--- src/logic/bp_pkg.sv ---
package bp_pkg;

	//////////////////////////////
	// table geometry
	//////////////////////////////

	// halfword pc
	localparam int PC_W     = 11;
	// pc[3:0] selects the set
	localparam int SET_W    = 4;
	localparam int NUM_SETS = 16;
	localparam int NUM_WAYS = 4;
	localparam int WAY_W    = 2;
	// pc[10:4] is the tag
	localparam int TAG_W    = 7;
	// isr flag on top of the tag
	localparam int KEY_W    = 8;
	localparam int ENTRY_W  = 22;
	localparam int LINE_W   = 88;

	// entry layout, valid | key | target | counter
	localparam int VALID_BIT = 21;
	localparam int KEY_MSB   = 20;
	localparam int KEY_LSB   = 13;
	localparam int TGT_MSB   = 12;
	localparam int TGT_LSB   = 2;
	localparam int CNT_MSB   = 1;
	localparam int CNT_LSB   = 0;

	// initial counter states
	localparam logic [1:0] CNT_WEAK_NT  = 2'b01;
	localparam logic [1:0] CNT_STRONG_T = 2'b11;

	// exe correction codes for the next pc select
	localparam logic [1:0] CORR_NONE = 2'b00;
	localparam logic [1:0] CORR_CNI  = 2'b10;
	localparam logic [1:0] CORR_PBT  = 2'b11;

	// beq bne blt bge bltu bgeu, msb first
	localparam int BTYPE_W  = 6;
	// beqz bnez, msb first
	localparam int CBTYPE_W = 2;

endpackage

--- src/logic/bht_lookup_if.sv ---
`timescale 1ns/1ps

// one table lookup, request in and result out
interface bht_lookup_if;
	import bp_pkg::*;

	// request side
	logic [SET_W-1:0]   set;
	logic [KEY_W-1:0]   key;

	// result side
	logic               hit;
	logic [WAY_W-1:0]   way;
	// matching entry, all zeros on a miss
	logic [ENTRY_W-1:0] entry;

	// pipeline stage asking for a lookup
	modport requester (output set, key, input hit, way, entry);
	// table answering it
	modport table_side (input set, key, output hit, way, entry);

endinterface

--- src/logic/bht_way_match.sv ---
`timescale 1ns/1ps

// tag compare across the four ways of one set
module bht_way_match (
	input  logic [bp_pkg::KEY_W-1:0]  key,
	input  logic [bp_pkg::LINE_W-1:0] line,
	bht_lookup_if.table_side          lk
);
	import bp_pkg::*;

	// per way hit, valid AND key compare
	logic [NUM_WAYS-1:0] way_hit;

	always_comb begin
		for (int w = 0; w < NUM_WAYS; w++) begin
			way_hit[w] = line[w*ENTRY_W + VALID_BIT] &&
				(line[w*ENTRY_W + KEY_LSB +: KEY_W] == key);
		end
	end

	// pick the matching way
	// allocation only writes on a miss so at most one way hits
	always_comb begin
		lk.hit   = 1'b0;
		lk.way   = '0;
		lk.entry = '0;
		for (int w = 0; w < NUM_WAYS; w++) begin
			if (way_hit[w] && !lk.hit) begin
				lk.hit   = 1'b1;
				lk.way   = WAY_W'(w);
				lk.entry = line[w*ENTRY_W +: ENTRY_W];
			end
		end
	end

endmodule

--- src/logic/bht_store.sv ---
`timescale 1ns/1ps

// branch history table storage
// 16 sets of 4 ways, one line per set
// three combinational read ports and one write port
module bht_store (
	input  logic                       CLK,
	input  logic                       nrst,
	input  logic                       en,
	input  logic                       stall,

	// read ports for fetch, decode and execute
	bht_lookup_if.table_side           if_lk,
	bht_lookup_if.table_side           id_lk,
	bht_lookup_if.table_side           exe_lk,

	// write port
	input  logic                       wr_en,
	// take the way from the set's fifo counter
	input  logic                       alloc,
	input  logic [bp_pkg::SET_W-1:0]   wr_set,
	input  logic [bp_pkg::WAY_W-1:0]   wr_way,
	input  logic [bp_pkg::ENTRY_W-1:0] wr_entry
);
	import bp_pkg::*;

	//////////////////////////////
	// storage
	//////////////////////////////

	// one line holds the four ways of a set
	// way 0 sits in the low bits
	logic [LINE_W-1:0] lines [NUM_SETS];

	// fifo victim pointer per set
	logic [WAY_W-1:0]  fifo_cnt [NUM_SETS];

	// way actually written this cycle
	logic [WAY_W-1:0]  wr_way_sel;

	// write only moves when the pipeline does
	logic              wr_fire;

	//////////////////////////////
	// read ports
	//////////////////////////////

	logic [LINE_W-1:0] if_line;
	logic [LINE_W-1:0] id_line;
	logic [LINE_W-1:0] exe_line;

	// set select, no read latency
	assign if_line  = lines[if_lk.set];
	assign id_line  = lines[id_lk.set];
	assign exe_line = lines[exe_lk.set];

	// fetch stage compare
	bht_way_match u_if_match (
		.key  (if_lk.key),
		.line (if_line),
		.lk   (if_lk)
	);

	// decode stage compare
	bht_way_match u_id_match (
		.key  (id_lk.key),
		.line (id_line),
		.lk   (id_lk)
	);

	// execute stage compare
	bht_way_match u_exe_match (
		.key  (exe_lk.key),
		.line (exe_line),
		.lk   (exe_lk)
	);

	//////////////////////////////
	// write port
	//////////////////////////////

	// allocation ignores wr_way and uses the fifo pointer
	assign wr_way_sel = alloc ? fifo_cnt[wr_set] : wr_way;
	assign wr_fire    = wr_en && en && !stall;

	always_ff @(posedge CLK) begin
		if (!nrst) begin
			// all entries invalid, pointers back at way 0
			for (int s = 0; s < NUM_SETS; s++) begin
				lines[s]    <= '0;
				fifo_cnt[s] <= '0;
			end
		end else if (wr_fire) begin
			// only the selected way of the line changes
			lines[wr_set][wr_way_sel*ENTRY_W +: ENTRY_W] <= wr_entry;
			// oldest way becomes the next victim
			if (alloc) begin
				fifo_cnt[wr_set] <= fifo_cnt[wr_set] + 1'b1;
			end
		end
	end

endmodule

--- src/logic/bht_update.sv ---
`timescale 1ns/1ps

// picks the single table write of a cycle
// priority is allocate, then retarget, then counter training
module bht_update (
	input  logic                        en,
	input  logic                        stall,

	bht_lookup_if.requester             id_lk,
	bht_lookup_if.requester             exe_lk,

	// decode stage info
	input  logic                        id_is_jump,
	input  logic                        id_is_btype,
	// register indirect jump (jalr, c.jr, c.jalr)
	input  logic                        id_sel_opBR,
	input  logic [bp_pkg::PC_W-1:0]     id_branchtarget,

	// execute stage outcome
	input  logic                        exe_active,
	input  logic                        taken,

	// write port to the table
	output logic                        wr_en,
	output logic                        alloc,
	output logic [bp_pkg::SET_W-1:0]    wr_set,
	output logic [bp_pkg::WAY_W-1:0]    wr_way,
	output logic [bp_pkg::ENTRY_W-1:0]  wr_entry
);
	import bp_pkg::*;

	logic               do_alloc;
	logic               do_retgt;
	logic               do_train;
	logic [1:0]         cnt;
	logic [1:0]         cnt_next;
	logic [ENTRY_W-1:0] new_entry;
	logic [ENTRY_W-1:0] retgt_entry;
	logic [ENTRY_W-1:0] train_entry;

	// new branch or jump not yet in the table
	assign do_alloc = (id_is_btype || id_is_jump) && !id_lk.hit;

	// indirect jump whose stored target went stale
	assign do_retgt = id_is_jump && id_sel_opBR && id_lk.hit &&
		(id_lk.entry[TGT_MSB:TGT_LSB] != id_branchtarget);

	// saturating counter step from the resolved outcome
	assign cnt = exe_lk.entry[CNT_MSB:CNT_LSB];

	always_comb begin
		cnt_next = cnt;
		if (taken && cnt != 2'b11) begin
			cnt_next = cnt + 2'b01;
		end else if (!taken && cnt != 2'b00) begin
			cnt_next = cnt - 2'b01;
		end
	end

	// skip the write when the counter is already saturated
	assign do_train = exe_active && exe_lk.hit && (cnt_next != cnt);

	// candidate entries
	always_comb begin
		new_entry                   = '0;
		new_entry[VALID_BIT]        = 1'b1;
		new_entry[KEY_MSB:KEY_LSB]  = id_lk.key;
		new_entry[TGT_MSB:TGT_LSB]  = id_branchtarget;
		// jumps start strongly taken, branches weakly not taken
		new_entry[CNT_MSB:CNT_LSB]  = id_is_jump ? CNT_STRONG_T : CNT_WEAK_NT;

		retgt_entry                  = id_lk.entry;
		retgt_entry[TGT_MSB:TGT_LSB] = id_branchtarget;

		train_entry                  = exe_lk.entry;
		train_entry[CNT_MSB:CNT_LSB] = cnt_next;
	end

	// write select, training is the fallback
	always_comb begin
		wr_set   = exe_lk.set;
		wr_way   = exe_lk.way;
		wr_entry = train_entry;
		if (do_alloc) begin
			wr_set   = id_lk.set;
			wr_way   = id_lk.way;
			wr_entry = new_entry;
		end else if (do_retgt) begin
			wr_set   = id_lk.set;
			wr_way   = id_lk.way;
			wr_entry = retgt_entry;
		end
	end

	assign alloc = do_alloc;
	assign wr_en = en && !stall && (do_alloc || do_retgt || do_train);

endmodule

--- src/logic/branch_resolve.sv ---
`timescale 1ns/1ps

// execute stage branch resolution
// compares the alu outcome with the stored prediction
module branch_resolve (
	bht_lookup_if.requester             exe_lk,

	// alu flags
	input  logic                        exe_z,
	input  logic                        exe_less,
	input  logic [bp_pkg::BTYPE_W-1:0]  exe_btype,
	input  logic [bp_pkg::CBTYPE_W-1:0] exe_c_btype,

	output logic                        exe_active,
	output logic                        taken,
	output logic                        mispredict,
	output logic [1:0]                  exe_correction,
	// predicted branch target
	output logic [bp_pkg::PC_W-1:0]     exe_PBT,
	// correct next instruction
	output logic [bp_pkg::PC_W-1:0]     exe_CNI
);
	import bp_pkg::*;

	logic predict;
	logic is_compressed;

	// any branch type present in execute
	assign exe_active    = |exe_btype || |exe_c_btype;
	assign is_compressed = |exe_c_btype;

	// outcome per branch type
	// signed and unsigned compares share the less flag
	assign taken = (exe_btype[5] &&  exe_z)    ||
	               (exe_btype[4] && !exe_z)    ||
	               (exe_btype[3] &&  exe_less) ||
	               (exe_btype[2] && !exe_less) ||
	               (exe_btype[1] &&  exe_less) ||
	               (exe_btype[0] && !exe_less) ||
	               (exe_c_btype[1] &&  exe_z)  ||
	               (exe_c_btype[0] && !exe_z);

	// counter msb is the prediction, zero on a miss
	assign predict    = exe_lk.entry[CNT_MSB];
	assign mispredict = exe_active && (predict != taken);

	// wrongly taken goes back to the fall through pc
	// wrongly not taken jumps to the stored target
	always_comb begin
		exe_correction = CORR_NONE;
		if (mispredict) begin
			exe_correction = taken ? CORR_PBT : CORR_CNI;
		end
	end

	assign exe_PBT = exe_lk.entry[TGT_MSB:TGT_LSB];

	// pc rebuilt from the stored tag and the set
	// step is one halfword for a compressed branch, two otherwise
	assign exe_CNI = {exe_lk.entry[KEY_MSB-1:KEY_LSB], exe_lk.set} +
		(is_compressed ? PC_W'(1) : PC_W'(2));

endmodule

--- src/logic/flush_ctrl.sv ---
`timescale 1ns/1ps

// flush generation and decode jump check
module flush_ctrl (
	input  logic                    CLK,
	input  logic                    nrst,
	input  logic                    en,
	input  logic                    stall,

	bht_lookup_if.requester         id_lk,
	input  logic                    id_is_jump,
	input  logic                    id_sel_opBR,
	input  logic [bp_pkg::PC_W-1:0] id_branchtarget,

	input  logic                    mispredict,

	output logic                    flush,
	output logic                    id_jump_in_bht
);
	import bp_pkg::*;

	// delayed flush state
	logic flush_q;
	logic flush_d;
	logic tgt_match;
	logic jump_unknown;

	assign tgt_match = id_lk.entry[TGT_MSB:TGT_LSB] == id_branchtarget;

	// direct jump missing, or indirect jump hit with a stale target
	assign jump_unknown = id_is_jump &&
		((!id_sel_opBR && !id_lk.hit) || (id_sel_opBR && id_lk.hit && !tgt_match));

	// no new request while the delayed flush is out
	assign flush_d = !flush_q && (mispredict || jump_unknown);
	assign flush   = flush_q || mispredict;

	always_ff @(posedge CLK) begin
		if (!nrst) begin
			flush_q <= 1'b0;
		end else if (en && !stall) begin
			flush_q <= flush_d;
		end
	end

	// decode may use the table target for this jump
	assign id_jump_in_bht = id_is_jump && id_lk.hit && (!id_sel_opBR || tgt_match);

endmodule

--- src/logic/branch_predict_unit.sv ---
`timescale 1ns/1ps

// branch prediction unit top
// next pc select uses {exe_correction, if_prediction}
module branch_predict_unit (
	input  logic                        CLK,
	input  logic                        nrst,
	input  logic                        en,
	// isr flag becomes the key msb
	input  logic                        ISR_running,
	input  logic                        stall,

	input  logic [bp_pkg::PC_W-1:0]     if_PC,

	input  logic [bp_pkg::PC_W-1:0]     id_PC,
	input  logic [bp_pkg::PC_W-1:0]     id_branchtarget,
	input  logic                        id_is_jump,
	input  logic                        id_is_btype,
	input  logic                        id_sel_opBR,

	input  logic [bp_pkg::PC_W-1:0]     exe_PC,
	input  logic                        exe_z,
	input  logic                        exe_less,
	input  logic [bp_pkg::BTYPE_W-1:0]  exe_btype,
	input  logic [bp_pkg::CBTYPE_W-1:0] exe_c_btype,

	output logic                        if_prediction,
	output logic [1:0]                  exe_correction,
	output logic                        flush,
	output logic                        id_jump_in_bht,
	output logic [bp_pkg::PC_W-1:0]     if_PBT,
	output logic [bp_pkg::PC_W-1:0]     exe_PBT,
	output logic [bp_pkg::PC_W-1:0]     exe_CNI
);
	import bp_pkg::*;

	bht_lookup_if if_lk ();
	bht_lookup_if id_lk ();
	bht_lookup_if exe_lk ();

	// write port
	logic               wr_en;
	logic               alloc;
	logic [SET_W-1:0]   wr_set;
	logic [WAY_W-1:0]   wr_way;
	logic [ENTRY_W-1:0] wr_entry;

	// resolve results
	logic exe_active;
	logic taken;
	logic mispredict;

	//////////////////////////////
	// lookup requests
	//////////////////////////////

	// pc[3:0] is the set, pc[10:4] the tag
	assign if_lk.set  = if_PC[SET_W-1:0];
	assign if_lk.key  = {ISR_running, if_PC[PC_W-1:SET_W]};
	assign id_lk.set  = id_PC[SET_W-1:0];
	assign id_lk.key  = {ISR_running, id_PC[PC_W-1:SET_W]};
	assign exe_lk.set = exe_PC[SET_W-1:0];
	assign exe_lk.key = {ISR_running, exe_PC[PC_W-1:SET_W]};

	// fetch prediction straight from the hit entry
	assign if_prediction = if_lk.entry[CNT_MSB];
	assign if_PBT        = if_lk.entry[TGT_MSB:TGT_LSB];

	bht_store u_store (
		.CLK (CLK), .nrst (nrst), .en (en), .stall (stall),
		.if_lk (if_lk), .id_lk (id_lk), .exe_lk (exe_lk),
		.wr_en (wr_en), .alloc (alloc), .wr_set (wr_set),
		.wr_way (wr_way), .wr_entry (wr_entry)
	);

	bht_update u_update (
		.en (en), .stall (stall), .id_lk (id_lk), .exe_lk (exe_lk),
		.id_is_jump (id_is_jump), .id_is_btype (id_is_btype),
		.id_sel_opBR (id_sel_opBR), .id_branchtarget (id_branchtarget),
		.exe_active (exe_active), .taken (taken),
		.wr_en (wr_en), .alloc (alloc), .wr_set (wr_set),
		.wr_way (wr_way), .wr_entry (wr_entry)
	);

	branch_resolve u_resolve (
		.exe_lk (exe_lk), .exe_z (exe_z), .exe_less (exe_less),
		.exe_btype (exe_btype), .exe_c_btype (exe_c_btype),
		.exe_active (exe_active), .taken (taken), .mispredict (mispredict),
		.exe_correction (exe_correction), .exe_PBT (exe_PBT), .exe_CNI (exe_CNI)
	);

	flush_ctrl u_flush (
		.CLK (CLK), .nrst (nrst), .en (en), .stall (stall),
		.id_lk (id_lk), .id_is_jump (id_is_jump), .id_sel_opBR (id_sel_opBR),
		.id_branchtarget (id_branchtarget), .mispredict (mispredict),
		.flush (flush), .id_jump_in_bht (id_jump_in_bht)
	);

endmodule

--- config.mk ---
export PLATFORM = sky130hd
export DESIGN_NAME = branch_predict_unit
export DESIGN_NICKNAME = d
export VERILOG_FILES = /design/src/logic/bp_pkg.sv /design/src/logic/bht_lookup_if.sv /design/src/logic/bht_way_match.sv /design/src/logic/bht_store.sv /design/src/logic/bht_update.sv /design/src/logic/branch_resolve.sv /design/src/logic/flush_ctrl.sv /design/src/logic/branch_predict_unit.sv
export SDC_FILE = /design/constraint.sdc
export NUM_CORES = 2
export LEC_CHECK = 0
export ABC_AREA = 0
export BUFFER_PORTS_ARGS = -buffer_cell sky130_fd_sc_hd__clkbuf_2
export CAP_MARGIN = 20
export CORE_UTILIZATION = 65
export CTS_BUF_LIST = sky130_fd_sc_hd__clkbuf_16
export DETAILED_ROUTE_END_ITERATION = 12
export PLACE_DENSITY = 0.83
export SYNTH_ARGS = -nofsm -noshare
export SYNTH_HDL_FRONTEND = slang
export SYNTH_SLANG_ARGS = --single-unit
--- constraint.sdc ---
create_clock -name CLK -period 24.8 [get_ports CLK]
set_input_delay 3.72 -clock CLK [delete_from_list [all_inputs] [get_ports CLK]]
set_output_delay 3.72 -clock CLK [all_outputs]
set_load 0.005 [all_outputs]
---- After elaboration in Yosys (flattened, before gate mapping) ----
Memory sizes are Yosys's and may differ from the RTL's.
Index checks and enable logic that the tools add are counted.
word-level totals
  logic and storage cells ................. 169
  memories ................................ 2
  register bits ........................... 1
  bits in writable memories ............... 1,440
  input port bits ......................... 62
  output and inout port bits .............. 38
memories
  memory            depth  width  read ports  clocked after memory_dff  wr ports  RTL line         RTL
  u_store.lines     16     88     3           0                         16        bht_store.sv:33  logic [LINE_W-1:0] lines [NUM_SETS];
  u_store.fifo_cnt  16     2      1           0                         16        bht_store.sv:36  logic [WAY_W-1:0] fifo_cnt [NUM_SETS];
cells by class
  multiplexer cells ....................... 55
  shifts and indexed selects .............. 2
  equal/unequal tests ..................... 17
  multiply operators ...................... 1
  add/subtract/negate cells ............... 5
  reduce and logical (&&, ||, !) cells .... 86
operators with widths
  operator                    number
  $mux W88                    3
  $mux W22                    10
  $eq A8 B8 Y1                12
  $reduce_or A88 Y1           1
  $shift A22 B34 Y88 const A  1
  $shiftx A22 B34 Y88         1
  $mux W13                    4
  $logic_and A1 B1 Y1         49
  $neg A7 Y34                 1
  $mux W2                     12
  $mux W1                     22
  $logic_not A1 Y1            17
  $mux W4                     4
  $logic_or A1 B1 Y1          15
  $add A11 B11 Y11            1
  $eq A11 B11 Y1              1
  $ne A11 B11 Y1              1
  $mul A2 B4 Y6 const B       1
  $reduce_or A6 Y1            1
  $add A2 B1 Y2 const B       2
  $reduce_or A2 Y1            2
  $ne A2 B2 Y1                1
  $ne A2 B2 Y1 const B        1
  $reduce_bool A2 Y1          1
  other kinds (2)             2

---- Longest topological paths before layout ----
An unclocked memory read counts as a cell.
  word-level depth ........................ 28
  gate-level depth with buffers ........... 39
  gate-level depth less buffers ........... 28

---- Least setup slack after synthesis ----
No wires, ideal clock.
  path kind ............................... input port to flip-flop
  start ................................... input id_PC[0] (netlist bit)
  end ..................................... memory u_store.lines[10][0], enable pin
  stages .................................. 32
  data required time ...................... 24,421 ps
  library setup time ...................... 379 ps
  buffers on the path ..................... 15
  arrival time ............................ 11,630 ps
  slack ................................... 12,791 ps
  cells stage by stage .................... buf_4 -> buf_4 -> buf_6 -> buf_6 -> buf_2 -> buf_2 -> buf_2 -> buf_2 -> mux4_2 -> mux4_2 -> a2bb2oi_1 -> xnor2_1 -> nor4_2 -> nand4_2 -> a21oi_4 -> buf_6 -> buf_6 -> mux2i_2 -> mux2_2 -> o22ai_1 -> nor2_1 -> o21ai_0 -> mux2_2 -> ha_1 -> clkbuf_1 -> clkbuf_1 -> and2_1 -> clkbuf_1 -> clkbuf_1 -> nand2_1 -> buf_1 -> nand2_1
RTL lines
  item                RTL line                   RTL
  start: declaration  branch_predict_unit.sv:15  input logic [bp_pkg::PC_W-1:0] id_PC,
  end: declaration    bht_store.sv:33

==> results.cfg <==
[power]
ir_worst_vdd_mv = 0.0738
power_density_over_the_cells_nw_per_um2 = 66.6
leakagePower_nw = 32.2

[synth]
yosys.area.top_type = edfxtp_1
post_synth_inst_count = 6298
synth.yosys.warnings = 0
synth_area_leaders = edfxtp_1 48%, mux4_2 31%, nor2_1 6.0%
synth_enable_flop_cells = 1440
synth.distinct_cells = 103
total_nets_after_synthesis = 6373
synth_area_um2 = 89700
synth.avg_cell_area_um2 = 14.2
synth_ff_type = edfxtp_1
async_reset_ff_share_pct = 0
yosysTopAreaCellShare_pct = 48.2
register_area_share_after_synthesis_pct = 48.2
ys_ff_latch = 1441

[sta]
clock_skew_ns = 0.0481
timing.final.crit_share_pct = 64.6
finalSetupViolations = 0
grt_setup_unrepaired = false
final_max_slew_viol_count = 0
timing.hold.ws_ns = 0.554
max_freq_mhz = 62.4
final.setup.tns_ns = 0
timing.slew.headroom_pct = 13.8
timing_hold_violations_final = 0
post_layout_min_period_ns = 16.02
max_slew.worst_pin.slew_ns = 1.29

[routing]
drt_pre_antenna_iters = 13
wire_per_inst_um = 46.6
route.layer.met1.wl_mm = 107
route.detailed.drc = 1
route.met3.wl_mm = 75.8
wl_met2_mm = 154
drt-initial-drc-count = 15700
totalWireLength_mm = 376
vias_per_cell = 8.71
ant_nets = 0
route.vias.total = 70300
highest_layer_used_for_signal_routing = met5

[clock_tree]
cts_tree = done
post_cts_resized = 0
ctsLongestPathBuffers = 3
cts.htree.levels = 4
clkLatencyLatePin_ns = 0.87
buffers_inserted_during_post_cts_setup_optimization = 0
clkTransAtPathRegs_ns = 0.07
number_of_buffers_added_by_the_clock_tree_synthesis_step = 151
cts.hold.buffers_added = 0
cts_sinks = 1441
clk_root_buffer_cell = clkbuf_16

[run_status]
run_status = finished with violations
failed_checks = DRC

[grt]
globalRouteTotalUtil_pct = 54.1
grt-ovfl-total = 0
grt_antenna_before_repair = 34
number_of_global_route_vias_before_repair = 67600
global_route_wire_length_before_repair_mm = 519
pin_count_of_the_biggest_net_entering_global_routing = 105

[die]
die_outline_area_um2 = 139000
floorplan.io_pins = 100
die_x_um = 373
core-area_um2 = 136000
initial_utilization_pct = 65.9
die-height_um = 373
row_count = 135

[min_path]
timing.hold.worst.class = reg -> reg

[critical_path]
cpPeakStageDelay_ns = 0.82
critical_path.endpoint_type = flip-flop
crit_path_max_fanout = 74
crit_path_start_kind = input port
crit_required_ns = 25.38
crit_arrival_ns = 16.60
crit_top_cell = buf_4
timing.critical_path.slowest_stage_cell = buf_4
setup.worst_path.class = in -> reg

[final_layout]
area.growth.synth_to_final_pct = 7.76
finalNetCount = 6227
layout-drive-gt1-share_pct = 30.6
filler_instances = 8536

[place]
gp_congestion = 1.07
dp_hpwl_mm = 244
port_buffers = 99

[run]
maxCapViolations = 0
==> cell type report <==
cell class                      count  area, um^2  share of cell area [%]
Multi-Input combinational cell   4168       43500                    45.0
Sequential cell                  1441       43300                    44.8
Clock buffer                      151        3780                    3.91
Timing Repair Buffer              315        2300                    2.38
Tap cell                         1781        2230                    2.31
Clock inverter                    125        1200                    1.24
Inverter                           75         289                   0.299
Antenna cell                       15        37.5                  0.0388
==> layout by cell type (no fill, tap or decap), drive strengths merged, types with 11 or more instances in the layout <==
cell,Yosys,final
edfxtp,1440,1440
nor2,1426,1426
mux4,1222,1222
nand2,279,279
clkbuf,309,238
buf,305,228
mux2i,188,188
nor3,175,175
inv,74,117
xnor2,84,84
o21ai,80,80
nand3,69,69
a21oi,60,60
clkinv,1,59
mux2,52,52
a22oi,34,34
xor2,33,33
and3,33,33
and2,32,32
o22ai,26,26
nand2b,24,24
or2,24,24
nor4,23,23
a31oi,21,21
nand4,20,20
a211oi,20,20
or3,17,17
o221ai,17,17
nor2b,17,17
bufinv,0,16
a221oi,16,16
diode,0,15
nor3b,13,13
a2bb2oi,13,13
a221o,12,12
ha,12,12
o211ai,11,11
==> kinds of logic after synthesis <==
| kind of cell | Yosys count | share of synthesized area [%] |
|---|---|---|
| and+or+nand+nor | 2175 | 10.2 |
| muxes | 1462 | 33.5 |
| DFF | 1441 | 48.2 |
| buffers and inverters | 689 | 3.38 |
| AOI/OAI and AO/OA | 401 | 3.32 |
| xor gates and xnor gates | 117 | 1.14 |
| adders and majority gates | 13 | 0.190 |
==> cell usage after synthesis (all sizes together), types with 34 or more instances <==
library cell / count
mux2: 52
nand3: 69
a22oi: 34
clkbuf: 309
edfxtp: 1440
nor2: 1426
xnor2: 84
mux4: 1222
nor3: 175
o21ai: 80
mux2i: 188
inv: 74
buf: 305
nand2: 279
a21oi: 60
==> worst max-delay path, delay by kind of cell <==
kind	cells	cell delay, ns
adder cells (fa/ha/maj)	1	0.34
multiplexers	5	1.94
buffers and inverters	9	4.67
XOR/XNOR	1	0.10
AO/OA/AOI/OAI	9	2.67
AND/OR/NAND/NOR	9	3.00
==> where the power goes <==
group / switching, W / internal, W / leakage (nW)
Sequential: 0.0000722 / 0.00276 / 14.9
Combinational: 0.000838 / 0.000423 / 14.8
Clock: 0.00105 / 0.00129 / 2.54
Total: 0.00196 / 0.00447 / 32.2
==> registers in the layout, indices dropped and copies added, names as in the netlist <==
register          count
u_store.lines      1408
u_store.fifo_cnt     32
u_flush.flush_q       1
==> worst paths after layout <==
| path | from | endpoint | slack, ns | depth (start not counted) |
|---|---|---|---|---|
| max reg2reg | u_store.lines[13][42] | u_store.lines[6][74] | 13.04 | 30 |
| min reg2reg | u_flush.flush_q | u_flush.flush_q | 0.55 | 2 |
| max | id_PC[2] | u_store.lines[6][74] | 8.78 | 34 |
| min | u_flush.flush_q | u_flush.flush_q | 0.55 | 2 |
==> per-layer routing <==
| metal | GRT usage [%] | vias to the layer above |
|---|---|---|
| met1 | 65.5 | 34100 |
| met5 | 0.480 | - |
| met3 | 27.4 | 2354 |
| met4 | 41.7 | 46 |
| li1 | - | 24700 |
| met2 | 73.7 | 9066 |
==> metrics by stage <==
| step | util (%) | power (W) | cell area, um^2 | setup slack (ns) | cells |
|---|---|---|---|---|---|
| after floorplan | - | 0.00359 | 89700 | 12.79 | 6298 |
| after global placement | 67.2 | 0.00401 | 91400 | 8.59 | 7765 |
| after detailed placement | 67.2 | 0.00404 | 91500 | 8.32 | 7771 |
| after CTS | 70.9 | 0.00631 | 96500 | 9.09 | 8047 |
| after global routing | 71.0 | 0.00647 | 96600 | 8.33 | 8057 |
| final | 71.0 | 0.00643 | 96600 | 8.78 | 8071 |
Note: power is estimated with default switching activity, not from simulation.
